**config.mk**
```make
export PLATFORM = sky130hd
export DESIGN_NAME = aluLane
export DESIGN_NICKNAME = d
export VERILOG_FILES = /design/src/dualPkg.sv /design/src/aluLane.sv
export VERILOG_INCLUDE_DIRS = /design/src
export SDC_FILE = /design/constraint.sdc
export NUM_CORES = 1
export LEC_CHECK = 0
export ABC_AREA = 1
export ABC_CLOCK_PERIOD_IN_PS = 4400
export BUFFER_PORTS_ARGS = -buffer_cell sky130_fd_sc_hd__buf_4
export CORE_ASPECT_RATIO = 0.7
export CORE_MARGIN = 2
export CORE_UTILIZATION = 54
export CTS_CLUSTER_SIZE = 24
export DETAILED_ROUTE_END_ITERATION = 10
export PLACE_DENSITY_LB_ADDON = 0.1
export RECOVER_POWER = 25
export SLEW_MARGIN = 15
export SYNTH_ARGS = -nofsm -noshare
export SYNTH_HDL_FRONTEND = slang
export SYNTH_SLANG_ARGS = --single-unit
```
**constraint.sdc**
```tcl
create_clock -name clk_i -period 4.4 [get_ports clk_i]
set_clock_uncertainty 0.05 [all_clocks]
set_input_delay 1.1 -clock clk_i [delete_from_list [all_inputs] [get_ports clk_i]]
set_output_delay 1.1 -clock clk_i [all_outputs]
set_load 0.02 [all_outputs]
```
**src/dual_cfg.svh**
```systemverilog
`ifndef DUAL_CFG_SVH
`define DUAL_CFG_SVH

// datapath and register widths
`define DATA_W      32
`define REG_AW      5

// instruction queue geometry
`define QUEUE_DEPTH 8
`define QUEUE_AW    3

// address of the first fetched word
`define PC_RESET    32'h0000_0000

// major opcodes
`define OP_SPECIAL  6'h00
`define OP_ADDIU    6'h09
`define OP_ANDI     6'h0c
`define OP_ORI      6'h0d
`define OP_XORI     6'h0e
`define OP_LUI      6'h0f

// funct field of SPECIAL
`define FN_ADDU     6'h21
`define FN_SUBU     6'h23
`define FN_AND      6'h24
`define FN_OR       6'h25
`define FN_XOR      6'h26
`define FN_SLT      6'h2a

`endif

```
**src/dualPkg.sv**
```systemverilog
`default_nettype none
`include "dual_cfg.svh"

package dualPkg;

	// R-type view of an instruction word
	typedef struct packed {
		logic [5:0]         op;
		logic [`REG_AW-1:0] rs;
		logic [`REG_AW-1:0] rt;
		logic [`REG_AW-1:0] rd;
		logic [4:0]         shamt;
		logic [5:0]         funct;
	} rFmt_s;

	// I-type view of the same word
	typedef struct packed {
		logic [5:0]         op;
		logic [`REG_AW-1:0] rs;
		logic [`REG_AW-1:0] rt;
		logic [15:0]        imm;
	} iFmt_s;

	typedef union packed {
		rFmt_s rFmt;
		iFmt_s iFmt;
	} instWord_u;

	typedef enum logic [2:0] {
		ADD,
		SUB,
		AND,
		OR,
		XOR,
		SLT,
		LUI
	} aluOp_e;

	typedef struct packed {
		aluOp_e             aluOp;
		logic [`REG_AW-1:0] srcA;
		logic [`REG_AW-1:0] srcB;
		// second operand from rt, else from imm
		logic               useRt;
		logic [`DATA_W-1:0] imm;
		logic [`REG_AW-1:0] dest;
		logic               writeEn;
		logic [`DATA_W-1:0] pc;
	} decoded_s;

	// one register write leaving a lane
	typedef struct packed {
		logic               en;
		logic [`REG_AW-1:0] addr;
		logic [`DATA_W-1:0] data;
		logic [`DATA_W-1:0] pc;
	} wbLane_s;

endpackage

`default_nettype wire

```
**src/aluLane.sv**
```systemverilog
`timescale 1ns/1ns
`default_nettype none
`include "dual_cfg.svh"

module aluLane import dualPkg::*; (
	input  logic               clk_i,
	input  logic               reset_i,
	input  logic               valid_i,
	input  decoded_s           op_i,
	input  logic [`DATA_W-1:0] srcA_i,
	input  logic [`DATA_W-1:0] srcB_i,
	output wbLane_s            exe_o,
	output wbLane_s            wb_o
);
	logic               exeValid;
	decoded_s           exeOp;
	logic [`DATA_W-1:0] exeA;
	logic [`DATA_W-1:0] exeB;
	logic [`DATA_W-1:0] opB;
	logic [`DATA_W-1:0] result;

	// execute register
	always_ff @(posedge clk_i) begin
		exeOp <= op_i;
		exeA <= srcA_i;
		exeB <= srcB_i;
		if (reset_i) begin
			exeValid <= 1'b0;
		end else begin
			exeValid <= valid_i;
		end
	end

	assign opB = exeOp.useRt ? exeB : exeOp.imm;

	always_comb begin
		case (exeOp.aluOp)
			ADD:     result = exeA + opB;
			SUB:     result = exeA - opB;
			AND:     result = exeA & opB;
			OR:      result = exeA | opB;
			XOR:     result = exeA ^ opB;
			SLT:     result = {{(`DATA_W - 1){1'b0}}, $signed(exeA) < $signed(opB)};
			// upper immediate already shifted by the decoder
			LUI:     result = opB;
			default: result = '0;
		endcase
	end

	assign exe_o = '{
		en:   exeValid & exeOp.writeEn,
		addr: exeOp.dest,
		data: result,
		pc:   exeOp.pc
	};

	// writeback register
	always_ff @(posedge clk_i) begin
		wb_o.addr <= exe_o.addr;
		wb_o.data <= exe_o.data;
		wb_o.pc <= exe_o.pc;
		if (reset_i) begin
			wb_o.en <= 1'b0;
		end else begin
			wb_o.en <= exe_o.en;
		end
	end

endmodule

`default_nettype wire

```
==> results of run 1 <==
-- registers in the layout, indices dropped and copies added, names as in the netlist --
| register | count |
|---|---|
| wb_o | 70 |
| exeOp | 37 |
| exe_o | 37 |
| exeA | 32 |
| exeB | 32 |
| exeValid | 1 |
-- cells in the mapped netlist, types with 3 or more instances --
master,instances,share of area
inv_1,284,0.093
a221oi_1,17,0.013
o22ai_1,30,0.016
nand3_1,115,0.050
o221ai_1,4,0.0030
nor3_1,9,0.0039
buf_4,40,0.026
o21ai_2,14,0.011
nor2_2,6,0.0033
o21ai_0,33,0.014
nor2_1,101,0.033
nand2_1,441,0.14
ha_1,109,0.12
or2_2,6,0.0033
or2_1,12,0.0065
or2_0,10,0.0054
nor3_2,5,0.0043
o21a_1,9,0.0059
nand4_1,11,0.0060
o21ai_1,3,0.0013
buf_2,28,0.012
o21bai_1,14,0.0091
a21oi_1,66,0.029
o211ai_1,4,0.0026
clkbuf_1,8,0.0026
inv_2,15,0.0049
dfxtp_1,209,0.36
-- cell families (layout without fill, tap and decap cells) --
family | count (synthesis) | count (layout) | synth area share
AOI/OAI and AO/OA | 200 | 200 | 0.110
adders and majority gates | 111 | 111 | 0.122
DFF | 209 | 209 | 0.363
buffers and inverters | 378 | 666 | 0.140
and+or+nand+nor | 724 | 724 | 0.264
-- where the power goes --
| group | switching (W) | leakage (nW) | internal (W) |
|---|---|---|---|
| registers | 0.0000555 | 1.76 | 0.00203 |
| logic | 0.00110 | 5.99 | 0.000681 |
| clock network | 0.000728 | 0.312 | 0.000918 |
-- what timing repair did --
action                     4_1_cts  5_1_grt
hold endpoints to repair         0        0
resized for setup               63      171
setup endpoints to repair       27       26
pin swaps                        2       24
buffers inserted                 3       19
gates cloned                     0        1
-- metrics by stage --
stage / std cells / total power (W) / hold WS [ns]
after floorplan: 1622 / 0.00304 / 0.282
after global placement: 2128 / 0.00360 / 0.283
after detailed placement: 2128 / 0.00363 / 0.286
after CTS: 2166 / 0.00533 / 0.299
after global routing: 2186 / 0.00577 / 0.303
final: 2186 / 0.00551 / 0.297
-- final cells by class --
class                      instances  area share
multi-input combinational       1035       0.424
clock buffer                      28      0.0370
timing repair buffer             331       0.167
inverter                         300      0.0739
sequential                       209       0.272
tap                              276      0.0224
clock inverter                     7     0.00455
-- per-layer routing --
metal  up-vias  wire (um)  GRT usage
li1       5566          -          -
met5         -         77     0.0263
met4         2        770     0.0732
met1      5293      16600      0.487
met2       727      15600      0.460
met3        49       5960      0.111
-- how the worst min path moves through the flow --
stage	end	slack, ns	depth (start not counted)
2_1_floorplan	wb_o[0]$_DFF_P_	0.28	0
3_3_place_gp	wb_o[27]$_DFF_P_	0.28	0
3_5_place_dp	wb_o[2]$_DFF_P_	0.29	0
4_1_cts	wb_o[2]$_DFF_P_	0.30	0
5_1_grt	wb_o[2]$_DFF_P_	0.30	0
6_report	wb_o[2]$_DFF_P_	0.30	0
-- worst register-to-register path: cells and delay by family (launching register included) --
kind,cells,cell delay [ns]
AO/OA/AOI/OAI,3,0.44
adder cells (fa/ha/maj),1,0.34
buffers and inverters,6,0.75
AND/OR/NAND/NOR,7,0.86
flip-flops,1,0.38
==> impl_metrics.py, run 1 <==
metrics = {
    "sta": {
        "period_needed_ns": 4.40,
        "final-setup-viol-count": 1,
        "finalSetupTns_ns": -0.00419,
        "hold_violations": 0,
        "fmax_mhz": 227,
        "max_slew_margin": 0.521,
        "worst_pin_slew_ns": 0.717,
        "rsz0062_at_grt": "true",
        "slew_viol_final": 0,
        "period_share": 1.00,
        "fin_ws_ns": -0.00419,
    },
    "yosys": {
        "async_flop_share": 0,
        "netlist_instances": 1622,
        "synth_ff_type": "dfxtp_1",
        "yosysWarningCount": 0,
        "synth.ff_latch_count": 209,
        "synth_edf_count": 0,
        "synth.avg_cell_area_sq_um": 7.10,
        "netlist_area_sq_um": 11500,
        "synth_cell_types": 41,
        "yosysSeqAreaShare": 0.363,
        "synth_fp_nets": 1884,
    },
    "worst_setup_path": {
        "critical_path.top_delay_family": "simple AND/OR/NAND/NOR gates",
        "crit_required_ns": 3.25,
        "crit_path_start": "exeOp[70]$_DFF_P_",
        "cpPeakStageDelay_ns": 0.41,
        "start_kind": "flop",
        "path_common_cell": "nand2_1",
        "path_cells": "inv_8 -> or2_2 -> o21ai_4 -> ha_4 -> inv_1 -> a21oi_1 -> nand2_1 -> nand2_1 -> nand3b_1 -> buf_4 -> nand2_1 -> nand3_1 -> nand2_1 -> nand3_1 -> nand3_2 -> buf_4",
        "path_max_fanout": 13,
        "cp.arrival_ns": 3.25,
        "path_buf_inv": 4,
        "reg2reg_from": "exeOp[70]$_DFF_P_",
        "r2r_end": "wb_o[45]$_DFF_P_",
        "worstRegToRegCells": 17,
        "rrSetupSlack_ns": 1.47,
        "slowest_stage": "dfxtp_4",
        "endpoint": "exe_o[59]",
        "timing.setup.critical_path_class": "flop to primary output",
        "crit_path_end_kind": "primary output",
        "critical_path_depth": 16,
    },
    "route": {
        "detail_route.wl_per_cell_um": 17.8,
        "drt_iter0_drc": 1276,
        "drt_first_pass_iters": 6,
        "num_vias": 11600,
        "drc": 0,
        "wirelength_mm": 39.0,
        "ant_nets": 0,
        "viasPerCell": 5.32,
    },
    "cells_and_area": {
        "final_area_sq_um": 15400,
        "seq_area_sq_um": 4190,
        "final_common_cell": "nand2_1",
        "multi_input_area_sq_um": 6530,
        "drive_above_1_share": 0.302,
        "fillers": 1619,
        "final_cell_mix": "nand2_1, buf_4, inv_1",
        "syn_to_final_growth_pct": 33.8,
        "finish.utilization": 0.741,
        "diodes": 0,
        "layout.nets": 2159,
    },
    "floorplan": {
        "placement_rows": 44,
        "dieHeight_um": 126,
        "core_area_sq_um": 20800,
        "ios": 291,
        "die_w_um": 179,
        "dieArea_sq_um": 22500,
        "start_util": 0.553,
    },
    "cts": {
        "root_buffer": "clkbuf_16",
        "cts_tree": "built",
        "cts_hold_buffers": 0,
        "clk_pin_slew_worst_paths_ns": 0.06,
        "clk_latency_ns": 0.52,
        "cts_buffers": 20,
        "ctsHtreeMaxLevel": 1,
        "clock-sinks": 209,
        "clock_path_buffers": 3,
    },
    "grt": {
        "overflow": 0,
        "antenna_found_initial": 0,
        "grt_pass1_vias": 10700,
        "grt_pass1_wl_mm": 57.0,
        "grt_use_total": 0.330,
        "grt_max_degree": 29,
    },
    "placement": {
        "place_area_sq_um": 13700,
        "dp_slack_ns": 0.109,
        "place_congestion": 1.02,
        "io_buffer_count": 280,
        "dp_hpwl_mm": 29.8,
    },
    "run_status": {
        "violations": "setup timing",
        "status": "finished, violations left",
    },
    "min_path": {
        "hp-class": "flop to flop",
        "hp-start": "exe_o[2]$_DFF_P_",
    },
    "power": {
        "power.density_nw_per_um2": 358,
        "p_leak_nw": 8.07,
        "vdd_ir_drop_max_v": 0.000395,
    },
    "flow_run": {
        "drv_cap": 0,
    },
}
No activity file was read; power rests on OpenSTA's default activity.
==> run 2: changes to the inputs <==
--- a/config.mk
+++ b/config.mk
@@ -7,11 +7,11 @@
 export NUM_CORES = 1
 export LEC_CHECK = 0
 export ABC_AREA = 1
-export ABC_CLOCK_PERIOD_IN_PS = 4400
+export ABC_CLOCK_PERIOD_IN_PS = 3700
 export BUFFER_PORTS_ARGS = -buffer_cell sky130_fd_sc_hd__buf_4
 export CORE_ASPECT_RATIO = 0.7
-export CORE_MARGIN = 2
-export CORE_UTILIZATION = 54
+export CORE_MARGIN = 1
+export CORE_UTILIZATION = 49
 export CTS_CLUSTER_SIZE = 24
 export DETAILED_ROUTE_END_ITERATION = 10
 export PLACE_DENSITY_LB_ADDON = 0.1
==> constraint.sdc (replaced) <==
create_clock -name clk_i -period 3.7 [get_ports clk_i]
set_clock_uncertainty 0.05 [all_clocks]
set_input_delay 0.925 -clock clk_i [delete_from_list [all_inputs] [get_ports clk_i]]
set_output_delay 0.925 -clock clk_i [all_outputs]
set_load 0.02 [all_outputs]
==> impl_metrics.py, run 2 (synthesis results as in run 1) <==
metrics = {
    "run_status": {
        "status": "finished, violations left",
        "violations": "setup timing",
    },
    "power": {
        "power.total_w": 0.00723,
        "vdd_ir_drop_max_v": 0.000386,
        "power.density_nw_per_um2": 407,
        "p_leak_nw": 9.08,
    },
    "route": {
        "drt_first_pass_iters": 5,
        "num_vias": 12500,
        "drt_iter0_drc": 1148,
        "detail_route.wl_per_cell_um": 18.6,
        "wirelength_mm": 44.4,
        "viasPerCell": 5.25,
        "drc": 0,
        "ant_nets": 0,
    },
    "min_path": {
        "min_to": "wb_o[67]$_DFF_P_",
        "hp-start": "exe_o[67]$_DFF_P_",
        "hp-class": "flop to flop",
        "worstHoldPathCells": 0,
    },
    "grt": {
        "grt_pass1_wl_mm": 64.5,
        "grt_max_degree": 29,
        "grt_use_total": 0.357,
        "grt_pass1_vias": 11800,
        "overflow": 0,
        "antenna_found_initial": 0,
    },
    "sta": {
        "fin_ws_ns": -0.456,
        "max_slew_margin": 0.545,
        "rsz0062_at_grt": "true",
        "fmax_mhz": 241,
        "slew_viol_final": 0,
        "worst_pin_slew_ns": 0.683,
        "period_share": 1.12,
        "final-setup-viol-count": 31,
        "hold_violations": 0,
        "period_needed_ns": 4.16,
    },
    "cts": {
        "cts_hold_buffers": 0,
        "clk_latency_ns": 0.54,
        "clock-sinks": 209,
        "clk_pin_slew_worst_paths_ns": 0.07,
        "ctsHtreeMaxLevel": 1,
        "cts_tree": "built",
        "cts_buffers": 20,
        "root_buffer": "clkbuf_16",
        "clock_path_buffers": 3,
    },
    "worst_setup_path": {
        "r2r_end": "wb_o[51]$_DFF_P_",
        "crit_path_start": "exeOp[70]$_DFF_P_",
        "crit_path_end_kind": "primary output",
        "path_cells": "inv_8 -> bufbuf_16 -> or2_4 -> o21ai_4 -> ha_4 -> buf_4 -> nor2_4 -> inv_2 -> nor2_4 -> nand2_1 -> nand2_2 -> o21bai_1 -> nand2_1 -> nand3_1 -> nand3_2 -> buf_6",
        "worstRegToRegCells": 20,
        "reg2reg_from": "exeOp[70]$_DFF_P_",
        "cp.arrival_ns": 3.18,
        "cpPeakStageDelay_ns": 0.42,
        "rrSetupSlack_ns": 0.70,
        "path_max_fanout": 11,
        "timing.setup.critical_path_class": "flop to primary output",
        "slowest_stage": "dfxtp_4",
        "start_kind": "flop",
        "crit_required_ns": 2.72,
    },
    "placement": {
        "io_buffer_count": 280,
        "dp_slack_ns": -0.146,
        "place_congestion": 1.02,
        "dp_hpwl_mm": 32.8,
    },
    "floorplan": {
        "core_area_sq_um": 22800,
        "dieHeight_um": 130,
        "dieArea_sq_um": 24100,
        "start_util": 0.504,
        "die_w_um": 185,
        "placement_rows": 46,
        "ios": 291,
    },
    "cells_and_area": {
        "layout.nets": 2320,
        "syn_to_final_growth_pct": 54.5,
        "largest_reg_flops": 70,
        "regMostFlops": "wb_o",
        "final_cell_mix": "buf_4, nand2_1, inv_1",
        "final_common_cell": "buf_4",
        "drive_above_1_share": 0.456,
    },
    "flow_run": {
        "drv_cap": 0,
    },
}
-- run 2: through the flow --
step / hold WS (ns) / cells / setup TNS (ns) / area, sq um / util
after floorplan: 0.282 / 1622 / 0 / 11500 / -
after global placement: 0.283 / 2304 / -0.500 / 14800 / 0.648
after detailed placement: 0.287 / 2304 / -1.54 / 14800 / 0.648
after CTS: 0.301 / 2367 / -8.87 / 17100 / 0.749
after global routing: 0.303 / 2383 / -14.11 / 17800 / 0.778
final: 0.300 / 2384 / -10.56 / 17800 / 0.778
-- run 2: final cells by class --
class	count	area (sq um)
clock buffers	25	559
multi-input cells	1035	7470
well taps	312	390
flip-flops and latches	209	4190
diodes	1	2.50
fillers	1604	5060
repair buffers	492	3910
clock inverters	10	109
inverters	300	1150
-- run 2: worst max path at each step --
stage           endpoint  slack (ns)  cells after the start
3_5_place_dp   exe_o[32]       -0.15                     19
2_1_floorplan  exe_o[32]        0.22                     18
3_3_place_gp   exe_o[32]       -0.08                     19
6_report       exe_o[49]       -0.46                     16
5_1_grt        exe_o[51]       -0.58                     21
4_1_cts        exe_o[56]       -0.37                     18
-- run 2: timing repair --
action / CTS / global route
pin swaps: 64 / 50
setup endpoints to repair: 32 / 32
buffers inserted: 27 / 16
gates cloned: 1 / 0
gates resized for setup: 390 / 154
-- run 2: power by group --
part / internal [W] / switching (W)
logic: 0.00115 / 0.00153
registers: 0.00241 / 0.0000714
clock network: 0.00116 / 0.000910
-- run 2: metal layers --
layer,GRT usage,vias to the layer above,wire length (um)
li1,-,5889,-
met1,0.497,5803,18800
met2,0.524,756,18700
met3,0.123,63,6080
met4,0.0831,0,854
met5,0,-,0
-- run 2: worst max-delay path, delay by kind of cell (launching register included) --
kind	cells	cell delay, ns
buffers and inverters	5	0.78
DFF	1	0.42
and+or+nand+nor	8	0.94
adders and majority gates	1	0.28
AOI/OAI and AO/OA	2	0.20
